==> src/source/dac_cfg_pkg.sv <==
`default_nettype none

package dac_cfg_pkg;

    ////////////////////////////////////////
    // Command word and payload types
    ////////////////////////////////////////

    localparam int NUM_USER_WORDS = 20;

    // One SPI command, rw 0 is a write
    typedef struct packed {
        logic       rw;
        logic [6:0] addr;
        logic [7:0] data;
    } cfg_word_t;

    typedef cfg_word_t [NUM_USER_WORDS-1:0] user_words_t;  // Index 0 goes out first

    typedef struct packed {
        logic        rw;     // Shared by all four byte writes
        logic [31:0] value;
    } ftw_t;

    typedef logic [4:0] step_t;

    ////////////////////////////////////////
    // Step numbering
    ////////////////////////////////////////

    localparam step_t STEP_RST_SET     = 5'd0;
    localparam step_t STEP_RST_CLR     = 5'd1;
    localparam step_t STEP_USER_FIRST  = 5'd2;
    localparam step_t STEP_USER_LAST   = 5'd21;
    localparam step_t STEP_FTW_FIRST   = 5'd22;  // LSB first
    localparam step_t STEP_FTW_UPD_SET = 5'd26;
    localparam step_t STEP_FTW_UPD_CLR = 5'd27;
    localparam step_t NUM_STEPS        = 5'd28;

    // DAC register map
    localparam logic [6:0] ADDR_RESET      = 7'h00;
    localparam logic [6:0] ADDR_FTW_BASE   = 7'h30;
    localparam logic [6:0] ADDR_FTW_UPDATE = 7'h36;

    localparam logic [7:0] RESET_SET_DATA = 8'h20;  // Soft reset bit
    localparam logic [7:0] FTW_UPDATE_BIT = 8'h01;

    // Last word on the left
    localparam user_words_t DEFAULT_USER_WORDS = {
        16'h1E48, 16'h1D00, 16'h1C00, 16'h1B64,
        16'h1800, 16'h1802, 16'h1704, 16'h10C8,
        16'h0AA0, 16'h0ACF, 16'h0DD6, 16'h0CD1,
        16'h4501, 16'h44FF, 16'h4101, 16'h40F0,
        16'h0000, 16'h0000, 16'h0000, 16'h0000
    };

    localparam ftw_t DEFAULT_FTW = '{rw: 1'b0, value: 32'h8000_0000};

    // Sequencer to command table
    typedef struct packed {
        logic  issue;
        step_t step;
    } cmd_issue_t;

    typedef struct packed {
        logic      start;
        cfg_word_t word;
    } spi_out_t;

endpackage

`default_nettype wire
==> src/source/dac_reg_config.sv <==
`timescale 1ns/1ps
`default_nettype none

module dac_reg_config
    import dac_cfg_pkg::*;
#(
    parameter int unsigned DLY_CYCLES = 10000,
    parameter int unsigned SET_CYCLES = 200000000
) (
    input  logic        clk,
    input  logic        rst_r2,
    input  logic        para_en,
    input  user_words_t user_words_in,
    input  ftw_t        ftw_in,
    output spi_out_t    spi
);

    user_words_t user_words;
    ftw_t        ftw;
    logic        seq_restart;
    cmd_issue_t  cmd;

    // Capture stage
    cfg_capture i_cfg_capture (
        .clk           (clk),
        .rst_r2        (rst_r2),
        .para_en       (para_en),
        .user_words_in (user_words_in),
        .ftw_in        (ftw_in),
        .user_words    (user_words),
        .ftw           (ftw),
        .seq_restart   (seq_restart)
    );

    step_sequencer #(
        .DLY_CYCLES (DLY_CYCLES),
        .SET_CYCLES (SET_CYCLES)
    ) i_step_sequencer (
        .clk         (clk),
        .rst_r2      (rst_r2),
        .seq_restart (seq_restart),
        .cmd         (cmd)
    );

    // Command formation, one cycle behind the sequencer
    cmd_table i_cmd_table (
        .clk        (clk),
        .rst_r2     (rst_r2),
        .cmd        (cmd),
        .user_words (user_words),
        .ftw        (ftw),
        .spi        (spi)
    );

endmodule

`default_nettype wire

==> src/source/cmd_table.sv <==
`timescale 1ns/1ps
`default_nettype none

module cmd_table
    import dac_cfg_pkg::*;
(
    input  logic        clk,
    input  logic        rst_r2,
    input  cmd_issue_t  cmd,
    input  user_words_t user_words,
    input  ftw_t        ftw,
    output spi_out_t    spi
);

    cfg_word_t   word_next;
    logic [4:0]  user_idx;
    logic [1:0]  byte_idx;

    ////////////////////////////////////////
    // Step to command word
    ////////////////////////////////////////

    always_comb begin
        user_idx = cmd.step - STEP_USER_FIRST;
        byte_idx = 2'(cmd.step - STEP_FTW_FIRST);

        if (cmd.step == STEP_RST_SET) begin
            word_next = '{rw: 1'b0, addr: ADDR_RESET, data: RESET_SET_DATA};
        end else if (cmd.step == STEP_RST_CLR) begin
            word_next = '{rw: 1'b0, addr: ADDR_RESET, data: 8'h00};
        end else if (cmd.step <= STEP_USER_LAST) begin
            word_next = user_words[user_idx];
        end else if (cmd.step < STEP_FTW_UPD_SET) begin
            // Byte address follows the byte index, rw taken from bit 32
            word_next = '{rw:   ftw.rw,
                          addr: ADDR_FTW_BASE + 7'(byte_idx),
                          data: ftw.value[{byte_idx, 3'b000} +: 8]};
        end else if (cmd.step == STEP_FTW_UPD_SET) begin
            word_next = '{rw: 1'b0, addr: ADDR_FTW_UPDATE, data: FTW_UPDATE_BIT};
        end else if (cmd.step == STEP_FTW_UPD_CLR) begin
            word_next = '{rw: 1'b0, addr: ADDR_FTW_UPDATE, data: 8'h00};
        end else begin
            word_next = '0;
        end
    end

    ////////////////////////////////////////
    // SPI output register
    ////////////////////////////////////////

    always_ff @(posedge clk) begin
        if (rst_r2) begin
            spi.start <= 1'b0;
            spi.word  <= '0;
        end else begin
            spi.start <= cmd.issue;
            if (cmd.issue) begin
                spi.word <= word_next;
            end else if (cmd.step == NUM_STEPS) begin
                spi.word <= '0;  // Sequence finished
            end
        end
    end

    // Steps are always spaced by more than one cycle
    start_is_pulse: assert property (
        @(posedge clk) disable iff (rst_r2)
        spi.start |=> !spi.start
    );

endmodule

`default_nettype wire

==> src/source/step_sequencer.sv <==
`timescale 1ns/1ps
`default_nettype none

module step_sequencer
    import dac_cfg_pkg::*;
#(
    parameter int unsigned DLY_CYCLES = 10000,
    parameter int unsigned SET_CYCLES = 200000000
) (
    input  logic       clk,
    input  logic       rst_r2,
    input  logic       seq_restart,
    output cmd_issue_t cmd
);

    typedef enum logic [1:0] {
        S_IDLE,
        S_RUN,
        S_DONE
    } state_t;

    state_t      state;
    logic [31:0] timer;
    logic [31:0] limit;
    step_t       step;

    // Soft reset needs the long settle
    always_comb begin
        if (step == STEP_RST_SET) begin
            limit = 32'(SET_CYCLES);
        end else begin
            limit = 32'(DLY_CYCLES);
        end
    end

    ////////////////////////////////////////
    // Step FSM
    ////////////////////////////////////////

    always_ff @(posedge clk) begin
        if (rst_r2 || seq_restart) begin
            state <= S_IDLE;
            timer <= '0;
            step  <= STEP_RST_SET;
        end else begin
            case (state)
                S_IDLE: begin
                    if (timer == 32'(DLY_CYCLES)) begin
                        timer <= '0;
                        state <= S_RUN;
                    end else begin
                        timer <= timer + 32'd1;
                    end
                end
                S_RUN: begin
                    if (timer == limit) begin
                        timer <= '0;
                        step  <= step + 5'd1;  // Wraps to NUM_STEPS at the end
                        if (step == STEP_FTW_UPD_CLR) begin
                            state <= S_DONE;
                        end
                    end else begin
                        timer <= timer + 32'd1;
                    end
                end
                S_DONE: begin
                    timer <= '0;  // Parked until the next restart
                end
                default: begin
                    state <= S_IDLE;
                    timer <= '0;
                    step  <= STEP_RST_SET;
                end
            endcase
        end
    end

    // Second cycle of each step
    assign cmd.issue = (state == S_RUN) && (timer == 32'd1);
    assign cmd.step  = step;

    issue_step_in_range: assert property (
        @(posedge clk) disable iff (rst_r2)
        cmd.issue |-> (cmd.step < NUM_STEPS)
    );

endmodule

`default_nettype wire

==> src/source/cfg_capture.sv <==
`timescale 1ns/1ps
`default_nettype none

module cfg_capture
    import dac_cfg_pkg::*;
(
    input  logic        clk,
    input  logic        rst_r2,
    input  logic        para_en,
    input  user_words_t user_words_in,
    input  ftw_t        ftw_in,
    output user_words_t user_words,
    output ftw_t        ftw,
    output logic        seq_restart
);

    logic para_en_d;
    logic para_fall;

    assign para_fall = para_en_d & ~para_en;

    ////////////////////////////////////////
    // Update detection
    ////////////////////////////////////////

    always_ff @(posedge clk) begin
        if (rst_r2) begin
            para_en_d <= 1'b0;
        end else begin
            para_en_d <= para_en;
        end
    end

    // Holds the sequencer off while reset or an update is in progress
    always_ff @(posedge clk) begin
        seq_restart <= rst_r2 | para_en;
    end

    ////////////////////////////////////////
    // Shadow registers
    ////////////////////////////////////////

    always_ff @(posedge clk) begin
        if (rst_r2) begin
            user_words <= DEFAULT_USER_WORDS;
            ftw        <= DEFAULT_FTW;
        end else if (para_fall) begin
            user_words <= user_words_in;  // Loaded as the restart is released
            ftw        <= ftw_in;
        end
    end

endmodule

`default_nettype wire

==> config.mk <==
export PLATFORM = sky130hd
export DESIGN_NAME = dac_reg_config
export DESIGN_NICKNAME = d
export VERILOG_FILES = /design/src/source/dac_cfg_pkg.sv /design/src/source/dac_reg_config.sv /design/src/source/cmd_table.sv /design/src/source/step_sequencer.sv /design/src/source/cfg_capture.sv
export SDC_FILE = /design/constraint.sdc
export NUM_CORES = 1
export LEC_CHECK = 0
export ABC_AREA = 1
export BUFFER_PORTS_ARGS = -buffer_cell sky130_fd_sc_hd__buf_2
export CORE_ASPECT_RATIO = 0.9
export CORE_UTILIZATION = 60
export CTS_BUF_LIST = sky130_fd_sc_hd__clkbuf_8
export DETAILED_ROUTE_END_ITERATION = 8
export PLACE_DENSITY = 0.86
export SYNTH_ARGS = -nofsm -noshare
export SYNTH_HDL_FRONTEND = slang
export SYNTH_SLANG_ARGS = --single-unit
==> constraint.sdc <==
create_clock -name clk -period 4.8 [get_ports clk]
set_clock_uncertainty 0.15 [all_clocks]
set_input_delay 0.48 -clock clk [delete_from_list [all_inputs] [get_ports clk]]
set_output_delay 0.48 -clock clk [all_outputs]
set_load 0.01 [all_outputs]
==> flow_metrics.env, run 1 <==
export IMPL_status="finished clean"
export IMPL_die_area_um2=31400
export IMPL_rsz0062_at_grt="false"
export IMPL_arrival_ns=3.70
export IMPL_syn_area_um2=18400
export IMPL_drc=0
export IMPL_fin_setup_tns_ns=0
export IMPL_syn_to_final_growth_pct=26.2
export IMPL_power_density_nw_per_um2=317
export IMPL_synthMuxAreaShare=0
export IMPL_viasPerCell=5.94
export IMPL_drv_slew=0
export IMPL_cp_cell_sequence="inv_1, ha_1, buf_4, inv_1, nor2_4, inv_1, nor2_2, nand2_1, nand2_1, nand2_1, nand2_1, nand2_1, nand2_1, nand2_1, nand2_1"
export IMPL_nets=3465
export IMPL_synth_xor_area_share=0.00712
export IMPL_finalCritPeriodShare=0.689
export IMPL_finalSetupViolCount=0
export IMPL_max_freq_mhz=303
export IMPL_htreeDepth=3
export IMPL_gp_congestion=0.994
export IMPL_first_pass_iters=6
export IMPL_ys_seq_area_frac=0.446
export IMPL_antenna_found_initial=1
export IMPL_antenna_left=0
export IMPL_syn_inst=2659
export IMPL_ys_warn_count=0
export IMPL_dr_wl_met2_um=30300
export IMPL_dp_hpwl_um=41900
export IMPL_drv_cap=0
export IMPL_multiInputGateArea_um2=8790
export IMPL_synth_top_family_by_area="simple AND/OR/NAND/NOR gates"
export IMPL_dp_cells=3259
export IMPL_yosysTopAreaCell="dfxtp_1"
export IMPL_core_area_um2=30000
export IMPL_syn_avg_cell_area_um2=6.94
export IMPL_grt_total_usage=0.426
export IMPL_worst_slack_ns=1.50
export IMPL_grt_pass1_vias=19900
export IMPL_critical_path_max_stage_delay_ns=0.48
export IMPL_die_h_um=168
export IMPL_crit_type="flop to flop"
export IMPL_cts_setup_buffers=0
export IMPL_num_rows=60
export IMPL_fin_crit_ns=3.30
export IMPL_p_leak_nw=9.99
export IMPL_clock_power_share=0.403
export IMPL_netSwitchingPower_mw=1.92
export IMPL_path_common_cell="nand2_1"
export IMPL_fp_dieW_um=187
export IMPL_cts_sinks=411
export IMPL_insertion_delay_ns=0.61
export IMPL_worstMarginPinSlew_ns=1.13
export IMPL_final_instance_count_excl_fill=3551
export IMPL_synth_seq_cells=411
export IMPL_path_max_fanout=20
export IMPL_postSynthNetCount=3025
export IMPL_cts_root_buf="clkbuf_8"
export IMPL_grt_max_degree=236
export IMPL_hp_class="input port to flop"
export IMPL_cts_buffer_depth=3
export IMPL_final_common_cell="nor2_1"
export IMPL_yosys_top_cells_area="dfxtp_1 (45%), o21ai_0 (12%), nor2_1 (11%)"
export IMPL_yosysTopAreaCellShare=0.446
export IMPL_start_util=0.614
export IMPL_cts_tree="done"
export IMPL_final_cell_mix="nor2_1 (543), o21ai_0 (451), dfxtp_1 (409)"
export IMPL_yosys_area_share_simple=0.259
export IMPL_pin_count=373
export IMPL_worstSetupEndpointType="flop"
export IMPL_met3_length_um=7200
export IMPL_final_util=0.775
export IMPL_seqPwrFrac=0.493
export IMPL_slew_headroom=0.249
export IMPL_initialDrtViolationCount=2596
export IMPL_timing_hold_violations_final=0
export IMPL_synth_compound_area_frac=0.203
export IMPL_path_clk_slew_ns=0.06
export IMPL_numCtsBuffers=66
export IMPL_dp_slack_ns=1.57
export IMPL_vias=21100
export IMPL_drive_gt1_frac=0.166
export IMPL_switching_share=0.260
export IMPL_start_kind="flop"
export IMPL_cp_required_ns=5.19
export IMPL_grt_pass1_wl_um=106000
export IMPL_crit_slowest_cell="nor2_2"
export IMPL_totalWireLength_um=68700
export IMPL_avgRoutedWirePerCell_um=19.3
export IMPL_yosys_area_share_adder=0.00678
export IMPL_yosys_cell_types_count=40
export IMPL_wl_met1_um=27000
export IMPL_p_comb_frac=0.104
export IMPL_gr_total_overflow=0
export IMPL_n_fill_cell=2084
export IMPL_power_internal_mw=5.46
export IMPL_ir_drop_mv=0.254
export IMPL_top_layer="met5"
export IMPL_register_area_um2=8240
export IMPL_io_buffers=372
-- final timing paths --
| path | startpoint | to | slack, ns | cells after the start |
|---|---|---|---|---|
| worst max-delay path | i_step_sequencer.step[2] | i_cmd_table.spi[5] | 1.50 | 15 |
| worst min-delay path | user_words_in[93] | i_cfg_capture.user_words[93] | 0.003 | 3 |
| worst max register to register | i_step_sequencer.step[2] | i_cmd_table.spi[5] | 1.50 | 15 |
| worst min register to register | i_cfg_capture.user_words[83] | i_cfg_capture.user_words[83] | 0.30 | 2 |
-- power groups by stage --
| stage | clock network [mW] | logic [mW] | registers (mW) |
|---|---|---|---|
| floorplan | 0 | 0.339 | 3.69 |
| global route | 3.14 | 0.830 | 3.65 |
| CTS | 2.97 | 0.716 | 3.63 |
| detailed placement | 0 | 0.603 | 3.71 |
| finish | 2.98 | 0.768 | 3.64 |
| global placement | 0 | 0.588 | 3.70 |
-- critical path: cells and delay by family, from the launching register on --
kind / cells / cell delay, ns
DFF: 1 / 0.47
adders and majority gates: 1 / 0.30
buffers and inverters: 4 / 0.85
and+or+nand+nor: 10 / 1.48
-- repair_timing --
item,CTS,global route
hold endpoints to repair,171,4
hold buffers,171,4
gates resized for setup,0,0
-- flip-flops by register name (all words and copies together), names as in the netlist --
signal / count
i_cfg_capture.ftw: 33
i_cfg_capture.para_en_d: 1
i_cfg_capture.seq_restart: 1
i_cfg_capture.user_words: 320
i_cmd_table.spi: 17
i_step_sequencer.state: 2
i_step_sequencer.step: 5
i_step_sequencer.timer: 32
-- synth_stat cells, drive strengths merged --
library cell,n
a31oi,5
nand2,369
nor3b,2
xnor2,1
nand4,18
or2,1
o221ai,2
buf,39
nor2,555
clkinv,2
o211ai,56
o22ai,20
a21oi,169
ha,10
a211oi,3
clkbuf,150
o21ai,455
dfxtp,411
nand3,165
nor4,7
a22oi,1
inv,179
xor2,14
nor3,25
-- layout make-up --
cell class,count,share of cell area
sequential,411,0.354
inverter,181,0.0299
clock buffer,80,0.0473
multi-input combinational,1878,0.378
timing repair buffer,561,0.162
clock inverter,36,0.00758
antenna,1,0.000107
tap,403,0.0217
-- per-layer routing --
layer | GRT usage | vias up
met5 | 0 | -
met4 | 0.252 | 2
met3 | 0.100 | 320
met2 | 0.667 | 1445
met1 | 0.537 | 9689
li1 | - | 9628
-- per-stage QoR --
step | cell area, um2 | total power, mW | hold WS, ns
6_report | 23300 | 7.39 | 0.00317
5_1_grt | 23300 | 7.62 | 0.000713
4_1_cts | 23200 | 7.32 | 0.000200
3_5_place_dp | 20200 | 4.31 | 0.287
3_3_place_gp | 20200 | 4.29 | 0.284
2_1_floorplan | 18400 | 4.03 | 0.274
-- cells by family (layout without fill, tap and decap cells) --
| group | after synthesis | in the layout |
|---|---|---|
| simple gates | 1142 | 1142 |
| fa+ha+maj | 10 | 10 |
| flops | 411 | 411 |
| other cells | 0 | 1 |
| buf+inv | 370 | 858 |
| compound gates | 711 | 711 |
| xor+xnor | 15 | 15 |
(Power assumes the default switching activity.)
==> run 2, diff against run 1 <==
--- a/config.mk
+++ b/config.mk
@@ -5,13 +5,13 @@
 export SDC_FILE = /design/constraint.sdc
 export NUM_CORES = 1
 export LEC_CHECK = 0
-export ABC_AREA = 1
+export ABC_AREA = 0
 export BUFFER_PORTS_ARGS = -buffer_cell sky130_fd_sc_hd__buf_2
 export CORE_ASPECT_RATIO = 0.9
-export CORE_UTILIZATION = 60
+export CORE_UTILIZATION = 57
 export CTS_BUF_LIST = sky130_fd_sc_hd__clkbuf_8
 export DETAILED_ROUTE_END_ITERATION = 8
-export PLACE_DENSITY = 0.86
+export PLACE_DENSITY = 0.83
 export SYNTH_ARGS = -nofsm -noshare
 export SYNTH_HDL_FRONTEND = slang
 export SYNTH_SLANG_ARGS = --single-unit
==> constraint.sdc (replaced) <==
create_clock -name clk -period 3.4 [get_ports clk]
set_clock_uncertainty 0.15 [all_clocks]
set_input_delay 0.34 -clock clk [delete_from_list [all_inputs] [get_ports clk]]
set_output_delay 0.34 -clock clk [all_outputs]
set_load 0.01 [all_outputs]
==> flow_metrics.env, run 2 <==
export IMPL_ys_seq_area_frac=0.459
export IMPL_synth_most_common_cell="nand2_1"
export IMPL_ys_warn_count=0
export IMPL_synth_seq_cells=411
export IMPL_grt_pass1_vias=21300
export IMPL_io_buffers=372
export IMPL_syn_avg_cell_area_um2=8.48
export IMPL_htreeDepth=3
export IMPL_cts_sinks=411
export IMPL_yosys_top_cells_area="dfxtp_1 (46%), nand2_1 (16%), mux4_2 (12%)"
export IMPL_yosys_cell_types_count=59
export IMPL_grt_total_usage=0.527
export IMPL_haltStage="5_1_grt"
export IMPL_grt_max_degree=169
export IMPL_syn_inst=2115
export IMPL_grt_pass1_wl_um=124000
export IMPL_num_rows=61
export IMPL_cts_root_buf="clkbuf_8"
export IMPL_dp_hpwl_um=39400
export IMPL_die_h_um=170
export IMPL_start_util=0.581
export IMPL_pin_count=373
export IMPL_async_flop_share=0
export IMPL_yosysTopAreaCell="dfxtp_1"
export IMPL_tool_error="[ERROR GRT-0116] Global routing finished with congestion. Check the congestion regions in the DRC Viewer."
export IMPL_cts_buffer_depth=3
export IMPL_gr_total_overflow=12
export IMPL_yosysTopAreaCellShare=0.459
export IMPL_numCtsBuffers=66
export IMPL_gp_congestion=1.02
export IMPL_postSynthNetCount=2481
export IMPL_ys_flop_type="dfxtp_1"
export IMPL_cts_resized=0
export IMPL_fp_dieW_um=189
export IMPL_syn_area_um2=17900
export IMPL_synth_edff_count=0
export IMPL_status="did not finish"
export IMPL_synth_common_cells="nand2_1 (779), dfxtp_1 (411), a21oi_1 (289)"
-- run 2: cell count changes after synthesis, moves of 12 or more --
cell / delta
inv_2: -12
clkbuf_1: -24
nand2_1: +413
o22ai_1: -14
xnor2_1: +16
nand3b_1: +85
inv_1: -155
nand3_1: -138
o21ai_0: -439
o211ai_1: -54
and3_1: +17
mux4_2: +94
nor2_1: -484
a21oi_1: +120
-- run 2: per-stage QoR --
| step | hold slack (ns) | instance area [um2] | instances | setup slack [ns] | util |
|---|---|---|---|---|---|
| floorplan | 0.282 | 17900 | 2115 | 0.0115 | - |
| global placement | 0.289 | 20000 | 2758 | 0.566 | 0.647 |
| detailed placement | 0.295 | 20000 | 2758 | 0.460 | 0.647 |
| CTS | 0.00747 | 24900 | 3226 | 0.435 | 0.806 |
-- run 2: kinds of logic after synthesis --
| family | count (synthesis) | share of synthesized area |
|---|---|---|
| AOI/OAI and AO/OA | 349 | 0.105 |
| xor gates and xnor gates | 30 | 0.0146 |
| adders and majority gates | 10 | 0.00697 |
| buffers and inverters | 175 | 0.0403 |
| DFF | 411 | 0.459 |
| muxes | 96 | 0.119 |
| and+or+nand+nor | 1044 | 0.256 |
-- run 2: timing repair --
| item | CTS |
|---|---|
| setup buffers | 0 |
| hold buffers | 354 |
| setup endpoints to repair | 0 |
| endpoints found under the hold margin | 355 |
-- run 2: layer usage --
layer / global-route usage / overflow
met4: 0.435 / 0
met2: 0.773 / 12
met1: 0.561 / 0
met5: 0.0231 / 0
met3: 0.279 / 0
==> run 3, diff against run 2 <==
--- a/config.mk
+++ b/config.mk
@@ -7,11 +7,9 @@
 export LEC_CHECK = 0
 export ABC_AREA = 0
 export BUFFER_PORTS_ARGS = -buffer_cell sky130_fd_sc_hd__buf_2
-export CORE_ASPECT_RATIO = 0.9
-export CORE_UTILIZATION = 57
-export CTS_BUF_LIST = sky130_fd_sc_hd__clkbuf_8
+export CORE_UTILIZATION = 40
 export DETAILED_ROUTE_END_ITERATION = 8
-export PLACE_DENSITY = 0.83
+export PLACE_DENSITY_LB_ADDON = 0.15
 export SYNTH_ARGS = -nofsm -noshare
 export SYNTH_HDL_FRONTEND = slang
 export SYNTH_SLANG_ARGS = --single-unit
==> flow_metrics.env, run 3 <==
export IMPL_gr_total_overflow=0
export IMPL_hp_class="input port to flop"
export IMPL_postPlaceCellArea_um2=20200
export IMPL_syn_area_um2=17900
export IMPL_synth_seq_cells=411
export IMPL_cts_resized=0
export IMPL_finalCritPeriodShare=0.922
export IMPL_first_pass_iters=5
export IMPL_cts_sinks=411
export IMPL_drv_slew=0
export IMPL_whs_endpoint="i_cfg_capture.user_words[211]"
export IMPL_fp_dieW_um=214
export IMPL_top_regs="i_cfg_capture.user_words (320), i_cfg_capture.ftw (33), i_step_sequencer.timer (32)"
export IMPL_avgRoutedWirePerCell_um=19.2
export IMPL_drc=0
export IMPL_initialDrtViolationCount=1478
export IMPL_switching_share=0.227
export IMPL_power_internal_mw=8.89
export IMPL_r2r_start="i_step_sequencer.step[1]"
export IMPL_antenna_left=0
export IMPL_n_fill_cell=3829
export IMPL_synth_most_common_cell="nand2_1"
export IMPL_vias=17900
export IMPL_slew_headroom=0.321
export IMPL_die_area_um2=45700
export IMPL_p_comb_frac=0.096
export IMPL_largest_register="i_cfg_capture.user_words"
export IMPL_critical_path_max_stage_delay_ns=0.84
export IMPL_final_common_cell="nand2_1"
export IMPL_cts_buffer_depth=3
export IMPL_r2r_end="i_step_sequencer.timer[18]"
export IMPL_cp_cell_sequence="clkinv_2, ha_1, or4b_1, o22ai_1, and4_1, a21o_1, nor2_1"
export IMPL_r2r_cells=7
export IMPL_finalSetupViolCount=0
export IMPL_worstMarginPinSlew_ns=1.02
export IMPL_postSynthNetCount=2481
export IMPL_cp_required_ns=3.65
export IMPL_syn_to_final_growth_pct=41.4
export IMPL_grt_pass1_wl_um=97200
export IMPL_syn_avg_cell_area_um2=8.48
export IMPL_yosys_cell_types_count=59
export IMPL_power_density_nw_per_um2=454
export IMPL_fin_setup_tns_ns=0
export IMPL_max_freq_mhz=319
export IMPL_grt_max_degree=188
export IMPL_antenna_found_initial=2
export IMPL_cts_tree="done"
export IMPL_totalWireLength_um=64800
export IMPL_gp_congestion=0.916
export IMPL_rsz0062_at_grt="false"
export IMPL_dr_wl_met2_um=30300
export IMPL_insertion_delay_ns=0.57
export IMPL_viasPerCell=5.29
export IMPL_cts_root_buf="clkbuf_16"
export IMPL_ys_flop_type="dfxtp_1"
export IMPL_grt_pass1_vias=17400
export IMPL_status="finished clean"
export IMPL_num_rows=77
export IMPL_seqPwrFrac=0.440
export IMPL_p_leak_nw=9.98
export IMPL_dp_slack_ns=0.277
export IMPL_netSwitchingPower_mw=2.61
export IMPL_met3_length_um=4060
export IMPL_wl_met1_um=27600
export IMPL_crit_type="flop to flop"
export IMPL_yosys_top_cells_area="dfxtp_1 (46%), nand2_1 (16%), mux4_2 (12%)"
export IMPL_path_max_fanout=32
export IMPL_drv_cap=0
export IMPL_worst_slack_ns=0.264
export IMPL_pin_count=373
export IMPL_async_flop_share=0
export IMPL_top_layer="met5"
export IMPL_final_cell_mix="nand2_1 (779), dfxtp_1 (409), buf_2 (371)"
export IMPL_synth_edff_count=0
export IMPL_final_util=0.574
export IMPL_core_area_um2=44200
export IMPL_numCtsBuffers=45
export IMPL_die_h_um=214
export IMPL_start_kind="flop"
export IMPL_hold_depth=3
export IMPL_io_buffers=372
export IMPL_worstSetupEndpointType="flop"
export IMPL_timing_hold_violations_final=0
export IMPL_fin_crit_ns=3.14
export IMPL_htreeDepth=2
export IMPL_start_util=0.406
export IMPL_hp_start="user_words_in[211]"
export IMPL_dp_hpwl_um=42400
export IMPL_arrival_ns=3.39
export IMPL_grt_total_usage=0.279
export IMPL_synth_common_cells="nand2_1 (779), dfxtp_1 (411), a21oi_1 (289)"
export IMPL_largest_reg_flops=320
export IMPL_crit_slowest_cell="a21o_1"
export IMPL_yosysTopAreaCellShare=0.459
export IMPL_ys_warn_count=0
export IMPL_drive_gt1_frac=0.209
export IMPL_r2r_setup_slack_ns=0.26
export IMPL_nets=3114
export IMPL_yosysTopAreaCell="dfxtp_1"
export IMPL_path_clk_slew_ns=0.06
export IMPL_syn_inst=2115
export IMPL_fin_area_um2=25400
export IMPL_ys_seq_area_frac=0.459
export IMPL_clock_power_share=0.465
export IMPL_ir_drop_mv=0.310
==> run 3: cell counts after synthesis <==
Identical to the previous run, type by type.
==> run 3: worst max path at each step <==
stage	end	from	slack [ns]
after floorplan	i_cmd_table.spi[0]	i_step_sequencer.step[1]	0.01
after global placement	i_cmd_table.spi[5]	i_step_sequencer.step[1]	0.36
after detailed placement	i_cmd_table.spi[5]	i_step_sequencer.step[1]	0.28
after CTS	i_cmd_table.spi[5]	i_step_sequencer.step[1]	0.26
after global routing	i_step_sequencer.timer[3]	i_step_sequencer.step[1]	0.03
final	i_step_sequencer.timer[18]	i_step_sequencer.step[1]	0.26
==> run 3: metal layers <==
| metal | up-vias | GRT usage |
|---|---|---|
| met2 | 680 | 0.448 |
| met3 | 191 | 0.0521 |
| li1 | 8440 | - |
| met1 | 8554 | 0.358 |
| met4 | 2 | 0.140 |
| met5 | - | 0 |
==> run 3: per-stage QoR <==
step	hold slack, ns	total power [mW]	cells
after global placement	0.289	5.92	2940
after global routing	0.0259	11.9	3376
after floorplan	0.282	5.53	2115
after detailed placement	0.295	5.93	2940
final	0.0300	11.5	3376
after CTS	0.0136	11.6	3375
==> run 3: logic make-up (layout without fill, tap and decap cells) <==
family	after synthesis	in the layout	share of synthesized area
flops	411	411	0.459
fa+ha+maj	10	10	0.00697
simple gates	1044	1044	0.256
mux	96	96	0.119
xor+xnor	30	30	0.0146
buf+inv	175	843	0.0403
other cells	0	1	0
compound gates	349	349	0.105
==> run 3: critical path: cells and delay by family (launching register included) <==
kind,cells,cell delay (ns)
DFF,1,0.35
AOI/OAI and AO/OA,2,0.98
and+or+nand+nor,3,1.02
buffers and inverters,1,0.18
adders and majority gates,1,0.27
==> run 3: repair_timing <==
action                                 4_1_cts  5_1_grt
endpoints found under the hold margin      353        0
hold buffers                               353        0
buffers inserted                             0        0
==> run 3: area by class of cell <==
class | count | area (um2) | area share
clock inverter | 22 | 347 | 0.0137
tap | 592 | 741 | 0.0292
timing repair buffer | 748 | 5700 | 0.225
antenna | 1 | 2.50 | 0.0000986
inverter | 13 | 50.0 | 0.00197
clock buffer | 60 | 1270 | 0.0502
multi-input combinational | 1529 | 9020 | 0.355
sequential | 411 | 8240 | 0.325
==> run 3: power by group through the flow <==
stage                     Clock [mW]  Combinational (mW)  Sequential (mW)
after floorplan                    0               0.400             5.13
after global placement             0               0.757             5.16
after detailed placement           0               0.765             5.16
after CTS                       5.44                1.08             5.06
after global routing            5.62                1.19             5.07
final                           5.35                1.10             5.06
